===== config.mk =====
export PLATFORM = sky130hd
export DESIGN_NAME = rv32_csr_unit
export DESIGN_NICKNAME = d
export VERILOG_FILES = /design/src/rv32_types.sv /design/src/rv32_csr.sv /design/src/rv32_csr_alu.sv /design/src/rv32_csr_counter.sv /design/src/rv32_csr_ctrl.sv /design/src/rv32_csr_unit.sv
export SDC_FILE = /design/constraint.sdc
export NUM_CORES = 1
export LEC_CHECK = 0
export BUFFER_PORTS_ARGS = -buffer_cell sky130_fd_sc_hd__buf_2
export CORE_MARGIN = 3
export CORE_UTILIZATION = 56
export DETAILED_ROUTE_END_ITERATION = 6
export PLACE_DENSITY = 0.86
export SYNTH_ARGS = -nofsm -noshare
export SYNTH_HDL_FRONTEND = slang
export SYNTH_HIERARCHICAL = 1
export SYNTH_SLANG_ARGS = --single-unit
export TNS_END_PERCENT = 20

===== constraint.sdc =====
create_clock -name clk -period 3.6 [get_ports clk]
set_clock_uncertainty 0.15 [all_clocks]
set_input_delay 0.36 -clock clk [delete_from_list [all_inputs] [get_ports clk]]
set_output_delay 0.36 -clock clk [all_outputs]
set_load 0.02 [all_outputs]

===== src/rv32_types.sv =====
// Shared RV32 CSR types: data words, CSR addresses, operations and request/result structs
`default_nettype none

package rv32_types;

    typedef logic [31:0] rv32_word;

    // Index 1 is the high half, index 0 the low half
    typedef rv32_word [1:0] rv64_word;

    typedef logic [11:0] rv_csr_id_t;

    // Machine-mode CSRs
    localparam rv_csr_id_t CSR_MCOUNTINHIBIT = 12'h320;
    localparam rv_csr_id_t CSR_MSCRATCH      = 12'h340;
    localparam rv_csr_id_t CSR_MCYCLE        = 12'hB00;
    localparam rv_csr_id_t CSR_MCYCLEH       = 12'hB80;
    localparam rv_csr_id_t CSR_MINSTRET      = 12'hB02;
    localparam rv_csr_id_t CSR_MINSTRETH     = 12'hB82;

    // User read-only shadows
    localparam rv_csr_id_t CSR_CYCLE         = 12'hC00;
    localparam rv_csr_id_t CSR_CYCLEH        = 12'hC80;
    localparam rv_csr_id_t CSR_INSTRET       = 12'hC02;
    localparam rv_csr_id_t CSR_INSTRETH      = 12'hC82;

    // Encoded like funct3[1:0]
    typedef enum logic [1:0] {
        CSR_OP_WRITE = 2'b01,
        CSR_OP_SET   = 2'b10,
        CSR_OP_CLEAR = 2'b11
    } csr_op_t;

    typedef struct packed {
        logic       valid;
        logic [2:0] funct3;
        rv_csr_id_t id;
        logic [4:0] src_idx;
        rv32_word   rs1_value;
    } csr_instr_t;

    typedef struct packed {
        logic       write;
        rv_csr_id_t id;
        rv32_word   value;
    } csr_write_request_t;

    typedef struct packed {
        logic     valid;
        logic     illegal;
        rv32_word rd_value;
    } csr_result_t;

    typedef struct packed {
        logic cy;
        logic ir;
    } mcountinhibit_t;

    // Architectural bit positions inside mcountinhibit
    localparam int MCOUNTINHIBIT_CY_BIT = 0;
    localparam int MCOUNTINHIBIT_IR_BIT = 2;

endpackage

`default_nettype wire

===== src/rv32_csr.sv =====
// CSR bank: mscratch, mcountinhibit, cycle and instret counters, read mux and write decode
`timescale 1ns/1ps
`default_nettype none

module rv32_csr (
    input  logic                            clk,
    input  logic                            resetn,
    input  rv32_types::rv_csr_id_t          read_id,
    output rv32_types::rv32_word            read_value,
    output logic                            id_known,
    input  rv32_types::csr_write_request_t  write_request,
    input  logic                            instr_retired
);
    import rv32_types::*;

    rv32_word       mscratch;
    rv32_word       next_mscratch;
    mcountinhibit_t mcountinhibit;
    mcountinhibit_t next_mcountinhibit;
    rv64_word       mcycle;
    rv64_word       minstret;
    logic           mcycle_write_low;
    logic           mcycle_write_high;
    logic           minstret_write_low;
    logic           minstret_write_high;

    // Read mux, user shadows alias the machine counters
    always_comb begin
        read_value = '0;
        id_known   = 1'b1;
        case (read_id)
            CSR_MCOUNTINHIBIT: begin
                read_value[MCOUNTINHIBIT_CY_BIT] = mcountinhibit.cy;
                read_value[MCOUNTINHIBIT_IR_BIT] = mcountinhibit.ir;
            end
            CSR_MSCRATCH:              read_value = mscratch;
            CSR_MCYCLE, CSR_CYCLE:     read_value = mcycle[0];
            CSR_MCYCLEH, CSR_CYCLEH:   read_value = mcycle[1];
            CSR_MINSTRET, CSR_INSTRET: read_value = minstret[0];
            CSR_MINSTRETH, CSR_INSTRETH: begin
                read_value = minstret[1];
            end
            default: id_known = 1'b0;
        endcase
    end

    // Write decode into register loads and counter strobes
    always_comb begin
        next_mscratch       = mscratch;
        next_mcountinhibit  = mcountinhibit;
        mcycle_write_low    = 1'b0;
        mcycle_write_high   = 1'b0;
        minstret_write_low  = 1'b0;
        minstret_write_high = 1'b0;
        if (write_request.write) begin
            case (write_request.id)
                CSR_MCOUNTINHIBIT: begin
                    next_mcountinhibit.cy = write_request.value[MCOUNTINHIBIT_CY_BIT];
                    next_mcountinhibit.ir = write_request.value[MCOUNTINHIBIT_IR_BIT];
                end
                CSR_MSCRATCH:  next_mscratch       = write_request.value;
                CSR_MCYCLE:    mcycle_write_low    = 1'b1;
                CSR_MCYCLEH:   mcycle_write_high   = 1'b1;
                CSR_MINSTRET:  minstret_write_low  = 1'b1;
                CSR_MINSTRETH: minstret_write_high = 1'b1;
                default: ;
            endcase
        end
    end

    always_ff @(posedge clk) begin
        if (!resetn) begin
            mscratch      <= '0;
            mcountinhibit <= '0;
        end else begin
            mscratch      <= next_mscratch;
            mcountinhibit <= next_mcountinhibit;
        end
    end

    // Inhibit bits are registered, so a new setting applies from the next edge
    rv32_csr_counter u_mcycle (
        .clk         (clk),
        .resetn      (resetn),
        .inc_enable  (!mcountinhibit.cy),
        .write_low   (mcycle_write_low),
        .write_high  (mcycle_write_high),
        .write_value (write_request.value),
        .count       (mcycle)
    );

    rv32_csr_counter u_minstret (
        .clk         (clk),
        .resetn      (resetn),
        .inc_enable  (instr_retired && !mcountinhibit.ir),
        .write_low   (minstret_write_low),
        .write_high  (minstret_write_high),
        .write_value (write_request.value),
        .count       (minstret)
    );

endmodule

`default_nettype wire


===== src/rv32_csr_alu.sv =====
// CSR ALU: new value from old value and operand for write, set or clear
`timescale 1ns/1ps
`default_nettype none

module rv32_csr_alu (
    input  rv32_types::csr_op_t  op,
    input  rv32_types::rv32_word old_value,
    input  rv32_types::rv32_word operand,
    output rv32_types::rv32_word new_value
);
    import rv32_types::*;

    always_comb begin
        case (op)
            CSR_OP_SET: begin
                new_value = old_value | operand;
            end
            CSR_OP_CLEAR: begin
                // Operand bits that are set get cleared
                new_value = old_value & ~operand;
            end
            default: begin
                new_value = operand;
            end
        endcase
    end

endmodule

`default_nettype wire


===== src/rv32_csr_counter.sv =====
// 64-bit CSR counter with increment enable and 32-bit half-word writes
`timescale 1ns/1ps
`default_nettype none

module rv32_csr_counter (
    input  logic                 clk,
    input  logic                 resetn,
    input  logic                 inc_enable,
    input  logic                 write_low,
    input  logic                 write_high,
    input  rv32_types::rv32_word write_value,
    output rv32_types::rv64_word count
);
    import rv32_types::*;

    rv64_word incremented;
    rv64_word next_count;

    // Full 64-bit add so the carry reaches the high half
    assign incremented = inc_enable ? count + 64'd1 : count;

    always_comb begin
        next_count = incremented;
        if (write_low) begin
            next_count[0] = write_value;
        end
        // High half keeps its incremented value unless written
        if (write_high) begin
            next_count[1] = write_value;
        end
    end

    always_ff @(posedge clk) begin
        if (!resetn) begin
            count <= '0;
        end else begin
            count <= next_count;
        end
    end

endmodule

`default_nettype wire


===== src/rv32_csr_ctrl.sv =====
// CSR instruction control: funct3 and address decode, legality check, write issue, result register
`timescale 1ns/1ps
`default_nettype none

module rv32_csr_ctrl (
    input  logic                            clk,
    input  logic                            resetn,
    input  rv32_types::csr_instr_t          instr,
    output rv32_types::rv_csr_id_t          read_id,
    input  rv32_types::rv32_word            old_value,
    output rv32_types::csr_op_t             alu_op,
    output rv32_types::rv32_word            operand,
    input  rv32_types::rv32_word            new_value,
    input  logic                            id_known,
    output rv32_types::csr_write_request_t  write_request,
    output rv32_types::csr_result_t         result
);
    import rv32_types::*;

    logic [1:0] op_bits;
    logic       funct3_ok;
    logic       suppress;
    logic       read_only;
    logic       illegal;
    logic       result_valid;
    logic       result_illegal;
    rv32_word   result_rd_value;

    assign op_bits = instr.funct3[1:0];
    assign read_id = instr.id;

    // Immediate forms use the rs1 field as zimm
    assign operand = instr.funct3[2] ? {27'd0, instr.src_idx} : instr.rs1_value;

    always_comb begin
        case (op_bits)
            2'b10:   alu_op = CSR_OP_SET;
            2'b11:   alu_op = CSR_OP_CLEAR;
            default: alu_op = CSR_OP_WRITE;
        endcase
    end

    assign funct3_ok = (op_bits != 2'b00);

    // Set and clear with x0 or zimm 0 only read
    assign suppress = (alu_op != CSR_OP_WRITE) && (instr.src_idx == 5'd0);

    // Top address bits 11 mark the read-only space
    assign read_only = (instr.id[11:10] == 2'b11);
    assign illegal   = !funct3_ok || !id_known || (read_only && !suppress);

    always_comb begin
        write_request.write = instr.valid && !illegal && !suppress;
        write_request.id    = instr.id;
        write_request.value = new_value;
    end

    always_ff @(posedge clk) begin
        if (!resetn) begin
            result_valid <= 1'b0;
        end else begin
            result_valid <= instr.valid;
        end
    end

    // rd gets the value from before the write edge
    always_ff @(posedge clk) begin
        if (instr.valid) begin
            result_illegal  <= illegal;
            result_rd_value <= illegal ? '0 : old_value;
        end
    end

    assign result = '{valid: result_valid, illegal: result_illegal, rd_value: result_rd_value};

endmodule

`default_nettype wire


===== src/rv32_csr_unit.sv =====
// CSR unit top: control, ALU and register bank
`timescale 1ns/1ps
`default_nettype none

module rv32_csr_unit (
    input  logic                   clk,
    input  logic                   resetn,
    input  rv32_types::csr_instr_t instr,
    input  logic                   instr_retired,
    output rv32_types::csr_result_t result
);
    import rv32_types::*;

    rv_csr_id_t         read_id;
    rv32_word           old_value;
    csr_op_t            alu_op;
    rv32_word           operand;
    rv32_word           new_value;
    logic               id_known;
    csr_write_request_t write_request;

    rv32_csr_ctrl u_ctrl (
        .clk           (clk),
        .resetn        (resetn),
        .instr         (instr),
        .read_id       (read_id),
        .old_value     (old_value),
        .alu_op        (alu_op),
        .operand       (operand),
        .new_value     (new_value),
        .id_known      (id_known),
        .write_request (write_request),
        .result        (result)
    );

    rv32_csr_alu u_alu (
        .op        (alu_op),
        .old_value (old_value),
        .operand   (operand),
        .new_value (new_value)
    );

    rv32_csr u_csr (
        .clk           (clk),
        .resetn        (resetn),
        .read_id       (read_id),
        .read_value    (old_value),
        .id_known      (id_known),
        .write_request (write_request),
        .instr_retired (instr_retired)
    );

endmodule

`default_nettype wire


After elaboration in Yosys (flattened, before gate mapping)
Cells that the tools add are included.
{ "word_totals": {"out_inout_bits": 34, "wordCells": 78, "register_bits": 196} }
{ "op_classes": {"bitwise": 3, "n_mux": 22, "n_addsub": 2, "n_eq_ne": 18, "reduce_logical": 23} }
{ "ops": {"columns": ["operator", "count"], "rows": [
  ["32-bit two-way mux", 5],
  ["29-bit one-hot mux with 5 select lines", 1],
  ["64-bit by 1-bit adder with 64-bit output (second input constant)", 2],
  ["64-bit two-way mux", 2],
  ["12-bit equality test (second input constant)", 8],
  ["32-bit one-hot mux with 2 select lines", 1],
  ["32-bit AND", 1],
  ["32-bit inverter", 1],
  ["32-bit bitwise OR", 1],
  ["12-bit by 10-bit equality test with 1-bit output (second input constant)", 2],
  ["1-bit one-hot mux with 6 select lines", 2],
  ["2-bit equality test (second input constant)", 5],
  ["10-bit OR reduction", 1],
  ["1-bit two-way mux", 9],
  ["2-bit OR reduction", 4],
  ["2-bit nonzero test", 3],
  ["1-bit logical AND", 5],
  ["1-bit logical NOT", 5],
  ["5-bit logical NOT", 1],
  ["1-bit one-hot mux with 5 select lines", 1],
  ["2-bit != test (second input constant)", 2],
  ["2-bit one-hot mux with 2 select lines", 1],
  ["2-bit AND reduction", 2],
  ["1-bit logical OR", 2],
  ["2-bit by 1-bit != test with 1-bit output (second input constant)", 1]
]} }

Logic depth before layout (Yosys ltp)
Gate-level depths: netlist (run 1).
{ "depth": {"ltp_word": 12, "depth_mapped": 15, "mapped_depth_nobuf": 12} }

Modules after synthesis
Netlist (run 1), hierarchy kept.
{ "modules_own_cells": {"columns": ["module", "seq_area_each_um2", "n_inst", "area_per_inst_um2", "cells_per_inst"], "rows": [
  ["rv32_csr_counter", 1281.2, 2, 3812.4, 486],
  ["rv32_csr", 680.7, 1, 2811.4, 321],
  ["rv32_csr_ctrl", 1011.0, 1, 2462.4, 217],
  ["rv32_csr_alu", 0.0, 1, 509.2, 73]
]} }

Least setup slack after synthesis (run 1)
No wires, ideal clock.
{ "synth_path": {"kind": "input to register", "startpoint": "input instr[44] in the netlist's numbering", "endpoint": "register u_csr/u_mcycle/count[49] in the netlist's numbering", "stages": 14, "slack_ps": 42, "path_buffers": 5, "arrival_time_ps": 3334, "cell_sequence": "buf_4 -> clkbuf_1 -> nor3_1 -> o211ai_1 -> a21boi_0 -> o21ai_1 -> a2111oi_0 -> nand4b_1 -> nor4_1 -> clkbuf_1 -> clkinv_1 -> clkbuf_1 -> clkbuf_1 -> a31oi_1"} }
{ "synth_lines": {"columns": ["item", "line_no", "text"], "rows": [
  ["from (decl)", "rv32_csr_unit.sv:8", "input rv32_types::csr_instr_t instr,"],
  ["to (signal assigned)", "rv32_csr_counter.sv:37", "count <= next_count;"],
  ["to (decl)", "rv32_csr_counter.sv:12", "output rv32_types::rv64_word count"]
]} }

==> results of run 1 <==
-- power by group through the flow --
stage / Combinational [mW] / Sequential, mW / Clock [mW]
2_1_floorplan: 0.295 / 2.32 / 0
3_3_place_gp: 0.383 / 2.31 / 0
3_5_place_dp: 0.394 / 2.31 / 0
4_1_cts: 0.396 / 2.26 / 1.90
5_1_grt: 0.433 / 2.26 / 1.99
6_report: 0.408 / 2.26 / 1.89
-- layout make-up --
cell class	count	area, sq um
multi-input combinational	1108	7780
clock inverter	14	140
tap	313	392
clock buffer	18	439
inverter	115	432
sequential	196	4250
timing repair buffer	136	838
fill	1833	8780
-- registers in the layout (all words and copies together) (netlist names) --
| name | flops |
|---|---|
| u_csr/u_minstret/count | 64 |
| u_ctrl/result_rd_value | 32 |
| u_ctrl/result_illegal | 1 |
| u_csr/mscratch | 32 |
| u_ctrl/result_valid | 1 |
| u_csr/mcountinhibit | 2 |
| u_csr/u_mcycle/count | 64 |
-- worst max-delay path: cells and delay by family --
| kind | cells | cell delay [ns] |
|---|---|---|
| compound gates | 6 | 1.34 |
| buf+inv | 5 | 0.99 |
| simple gates | 3 | 0.91 |
-- timing repair --
action                     in CTS  in global routing
setup endpoints to repair       0                 37
hold buffers                    0                  0
gates resized for setup         0                  1
-- cell usage in the layout, fill, tap and decap left out, types with 9 or more instances in the layout --
master and count:
a2111oi_2 26, a211oi_1 20, a21oi_1 68, a21oi_2 30
a31oi_1 44, and3_1 28, and4_1 12, buf_2 88
buf_4 45, clkbuf_16 17, dfxtp_1 163, edfxtp_1 33
inv_1 111, mux2i_1 48, mux4_2 32, nand2_1 136
nand3_1 66, nand4_1 65, nor2_1 81, nor2b_1 32
nor3_1 21, nor4_1 16, o211a_1 9, o21ai_0 96
o22ai_1 31, o31ai_1 28, or3_1 20, or4_1 28
xnor2_1 20, xor2_1 42
-- path summary, 6_finish.rpt --
check / to / slack, ns
worst max-delay path: u_csr/u_minstret/count[36]$_SDFFE_PN0P_ / 0.18
worst min-delay path: u_csr/mcountinhibit[1]$_SDFFE_PN0P_ / 0.24
worst max register to register: u_csr/u_mcycle/count[52]$_SDFFE_PN0P_ / 0.84
worst min register to register: u_csr/mscratch[27]$_SDFFE_PN0P_ / 0.31
-- stage by stage --
step           setup slack [ns]  std cells
2_1_floorplan            0.0419       1583
3_3_place_gp            -0.0894       1868
3_5_place_dp             -0.297       1868
4_1_cts                   0.128       1900
5_1_grt                  0.0383       1900
6_report                  0.179       1900
-- routing by layer --
metal  vias up  share of wire [%]  GRT usage, %
met2       942                 45          48.9
li1       5758                  -             -
met4         0                3.5          10.9
met5         -                  0             0
met1      6075                 39          41.1
met3       128                 12          6.86
-- cells by family after synthesis --
family                   after synthesis  synth area share, %
buffers and inverters                279                 10.4
AO/OA/AOI/OAI                        378                 19.8
multiplexers                          85                 9.38
AND/OR/NAND/NOR                      581                 24.4
adder cells (fa/ha/maj)                2                0.187
XOR/XNOR                              62                 4.05
flip-flops                           196                 31.7
==> results.md, run 1 <==
- Initial antenna violation count: 0
- First-pass GRT wire length: 63.6 mm
- Remaining antenna violation count after routing: 0
- Crit path time final: between 3 and 4 ns
- Fin crit share: 95.0%
- Crit path DAT: about 3.6 ns
- Congestion Overflow GR: 0
- Max cap viols: 0
- Hold Slack: 0.242 ns
- Root buffer cell: clkbuf_16
- Sequential share of power: roughly 50%
- Status: finished clean
- Cells after synthesis: 1583
- Area Growth Syn to Fin: 6.47%
- Vias/cell: 6.79
- Min-Delay Path Class: in2reg
- Buffers on Ports: 89
- Final Setup Violations: 0
- Syn Nets: 1641
- Post-synth EDFFs: 33
- Logic pwr share: 9.0%
- Switching power: 1.25 mW
- Clk buf depth: 2
- H-tree levels: 4
- Worst VDD drop: 0.000201 V
- DRC errors left: 0
- Slew HR: 25.4%
- Yosys top cell by area: dfxtp_1
- Drt wl/cell: about 22 um
- Distinct cells, synth: 68
- CP Launch Point: instr[41]
- RSZ-0062 raised after global routing: no
- Tot GR Track Use: 30.7%
- Worst-path cell chain: buf_2 -> nor4b_1 -> o21ai_0 -> a21boi_1 -> o21ai_4 -> a2111oi_0 -> nand4b_1 -> buf_4 -> nor4_2 -> buf_4 -> clkinv_1 -> buf_4 -> o21ai_0 -> o21ba_2
- Drt first pass iters: 7
- Layout cells sized above 1: about a fifth
- Num Clock Sinks: 196
- Critical Path Source Type: primary input
- Hold Vio Cnt, Final: 0
- Number of setup buffers added after CTS: 0
- Core area: 23100 sq um
- Die ar.: 25800 sq um
- Crit-path max FO: 17
- Async set-reset flop share out of synthesis: 0%
- Post-layout util: 61.9%
- Final Max Slew Viols: 0
- DIE HEIGHT: 161 um
- Detailed Place HPWL: 30.1 mm
- Worst Path Required: between 3 and 4 ns
- Hold path depth: 4
- # nets final: 1632
- Post-synth top cells: dfxtp_1 (163), nand2_1 (136), inv_1 (111), o21ai_0 (96), nor2_1 (81)
- Power per cell area: between 300 and 400 nW/um^2
- WL final: 41.1 mm
- CTS clk-pin slew, worst paths: ~0.07 ns
- CTS tree: done
- #FFs+latches synth: 196
- LEAKAGE: 4.66 nW
- Least-Margin Pin Slew: 1.12 ns
- Vias: 12900
- Worst Reg-to-Reg Cells: 6
- Die Width: 161 um
- Crit-path max cell delay: 0.45 ns
- Slowest CP cell: a2111oi_0
- # rows: 55
- Post-route design area: 14300 sq um
- Int Power: 3.31 mW
- Pin count of the biggest net entering global routing: 69
- Most frequent cell after synthesis: dfxtp_1
- Critical R2R Launch: u_csr/u_mcycle/count[0]$_SDFFE_PN0P_
- Critical path class: in2reg
- Initial core utilization: 58.2%
- Vias in the first global route: roughly 12000
- Worst-skew pair later-pin latency: 0.45 ns
- Tot Pwr: 4.56 mW
- Switch share: 27.4%
- Syn Area/Cell: between 8 and 9 sq um
- Share of the synthesized area in the top cell type: 24.3%
- CTS buffer count: 17
- Setup crit end kind: register
- Crit-path most repeated cell: buf_4
- Area contributors post-synth: dfxtp_1 (24%), edfxtp_1 (7.4%), mux4_2 (5.4%)
- Highest Clock Rate: 292 MHz
- Clk network pwr share: 41.5%
- Ports: 90
- Total negative slack: 0 ns
- Yosys warns: 6
- N_diodes: 0
- Initial DRC count: about 2100
- DP Area: 13700 sq um
- Mapped Area: ~13000 sq um
- Sequential-to-total area share from yosys stat: a little under a third
- RD Place Congestion: 1.04
- Top FF cell, synth: dfxtp_1
- Hold_sp: instr[48]
(Power assumes the default switching activity.)
==> inputs of run 2 (changes only) <==
--- a/config.mk
+++ b/config.mk
@@ -10,6 +10,8 @@
 export CORE_UTILIZATION = 56
 export DETAILED_ROUTE_END_ITERATION = 6
 export PLACE_DENSITY = 0.86
+export RECOVER_POWER = 50
+export REMOVE_ABC_BUFFERS = 1
 export SYNTH_ARGS = -nofsm -noshare
 export SYNTH_HDL_FRONTEND = slang
 export SYNTH_HIERARCHICAL = 1
==> results.md, run 2 (synthesized netlist as in run 1, its figures left out) <==
- DRC errors left: 2 (+2)
- Max cap viols: 2 (+2)
- Area Growth Syn to Fin: 4.55%
- # rows: 55 (unchanged)
- Worst-skew pair later-pin latency: 0.45 ns (about the same)
- Vias in the first global route: 11500 (-2.3%)
- Remaining antenna violation count after routing: 0 (unchanged)
- Drt first pass iters: 7 (unchanged)
- Ports: 90 (unchanged)
- Worst Path Required: 3.74 ns (-0.05 ns)
- Die Width: 161 um (unchanged)
- WP buf/inv: 3 (-2)
- Filler cell count: 1920 (+4.7%)
- Crit-path most repeated cell: o21ai_0
- Crit path time final: 3.25 ns (-0.172 ns)
- RD Place Congestion: 0.998 (-4.4%)
- FF/Latch Area: 4250 sq um (unchanged)
- # nets final: 1630 (-0.12%)
- Post-route design area: 14000 sq um (-1.8%)
- Buffers on Ports: 89 (unchanged)
- WL final: 41.1 mm (about the same)
- Num Clock Sinks: 196 (unchanged)
- Hold-fix buffers, CTS: 0 (unchanged)
- H-tree levels: 4 (unchanged)
- Non-Filler Instances: 1898 (-0.11%)
- Core area: 23100 sq um (unchanged)
- Min-Delay Path Class: in2reg
- Initial DRC count: 2314 (+8.4%)
- Tot GR Track Use: 30.3% (-0.34 points)
- DP Area: 13700 sq um (-0.20%)
- Setup crit end kind: register
- Slew HR: -18.4% (-44 points)
- LEAKAGE: 4.51 nW (-3.1%)
- Clk buf depth: 2 (unchanged)
- Congestion Overflow GR: 0 (unchanged)
- Critical Path Source Type: primary input
- Final Setup Violations: 0 (unchanged)
- RSZ-0062 raised after global routing: no
- DIE HEIGHT: 161 um (unchanged)
- CTS clk-pin slew, worst paths: 0.08 ns (about the same)
- Critical path class: in2reg
- Area of the multi-input gates: 7570 sq um (-2.7%)
- Failing checks: DRC, capacitance limit, slew limit
- N_diodes: 0 (unchanged)
- CP delay by family, top: compound AO/OA/AOI/OAI gates
- Critical R2R Launch: u_csr/u_minstret/count[0]$_SDFFE_PN0P_
- First-pass GRT wire length: 63.2 mm (-0.68%)
- CTS buffer count: 17 (unchanged)
- Crit-path max cell delay: 0.47 ns (+0.02 ns)
- Worst-path cell chain: buf_2 -> nor4b_1 -> o21ai_0 -> a21boi_1 -> o21ai_4 -> a2111oi_0 -> nand4b_1 -> buf_4 -> or2_2 -> nor2_1 -> inv_2 -> o21ai_0 -> a21oi_1
- Placed insts: 1866 (-0.11%)
- Initial core utilization: 58.2% (unchanged)
- Tot Pwr: 4.65 mW (+2.0%)
- Slowest CP cell: nor4b_1
- Vias/cell: 6.81 (+0.28%)
- Pin count of the biggest net entering global routing: 73 (+5.8%)
- Root buffer cell: clkbuf_16
- Initial antenna violation count: 1 (+1)
- Highest Clock Rate: 308 MHz (+5.3%)
- Layout cells sized above 1: 15.0% (-4.3 points)
- CTS tree: done
- Worst VDD drop: 0.000231 V (+15%)
- Most common cell after layout, fill and taps aside: dfxtp_1
- Status: complete, but fails checks
- Largest regs: u_csr/u_mcycle/count (64), u_csr/u_minstret/count (64)
- Crit path DAT: 3.39 ns (-0.22 ns)
- Power per cell area: 332 nW/um^2 (+3.9%)
- Final Max Slew Viols: 69 (+69)
- Drt wl/cell: 21.7 um (about the same)
- Most frequent cells in the layout: dfxtp_1 (163), nand2_1 (136), inv_1 (111)
- Detailed Place HPWL: 29.8 mm (-0.99%)
- CP Launch Point: instr[41]
- Least-Margin Pin Slew: 1.78 ns (+0.657 ns)
- Die ar.: 25800 sq um (unchanged)
- Hold_sp: resetn
- Hold Vio Cnt, Final: 0 (unchanged)
- Fin crit share: 90.3% (-4.8 points)
- Crit-path max FO: 44 (+27)
- Vias: 12900 (+0.17%)
## run 2: cell count changes in the layout (fill, tap and decap cells not counted), sizes merged
cell	delta
clkinvlp	+1
inv	+1
clkinv	-3
bufinv	+2
buf	-41
clkbuf	+38
## run 2: report_power, final
group	internal [mW]	switching (mW)	leakage, nW	total [mW]
combinational	0.122	0.270	2.56	0.391
sequential	2.25	0.0159	1.65	2.26
clock	1.06	0.943	0.295	2.00
## run 2: worst paths after layout
check | end | slack, ns | cells after the start
hold / removal | u_csr/u_minstret/count[26]$_SDFFE_PN0P_ | 0.22 | 2
hold reg to reg | u_csr/mscratch[17]$_SDFFE_PN0P_ | 0.31 | 2
setup reg to reg | u_csr/u_minstret/count[52]$_SDFFE_PN0P_ | 0.85 | 6
setup / recovery | u_csr/u_minstret/count[17]$_SDFFE_PN0P_ | 0.35 | 13
## run 2: repair_timing
item                                   CTS  global route
buffers inserted                         0             0
setup endpoints to repair                0            23
endpoints found under the hold margin    0             0
resized for setup                        0             2
## run 2: routing by layer
metal,global-route usage (%),up-vias,share of wire (%)
met5,0,-,0.024
met4,11.3,2,3.9
met3,5.65,136,12
met2,47.2,916,44
met1,42.2,6109,40
li1,-,5762,-
## run 2: area by class of cell
type                       count  area share (%)
clock buffer                  17            3.03
sequential                   196            30.3
tap                          313            2.79
multi-input combinational   1108            54.0
clock inverter                15            1.34
inverter                     115            3.08
timing repair buffer         134            5.38
## run 2: stage by stage
step                utilization (%)  TNS, ns  hold WS (ns)  setup WS, ns
finish                         60.8        0         0.222         0.351
global route                   60.8        0         0.228         0.137
CTS                            61.9        0         0.217         0.151
detailed placement             59.3    -7.27         0.298        -0.271
global placement               59.3    -1.65         0.292        -0.146
floorplan                         -  -287.98         0.280         -3.03
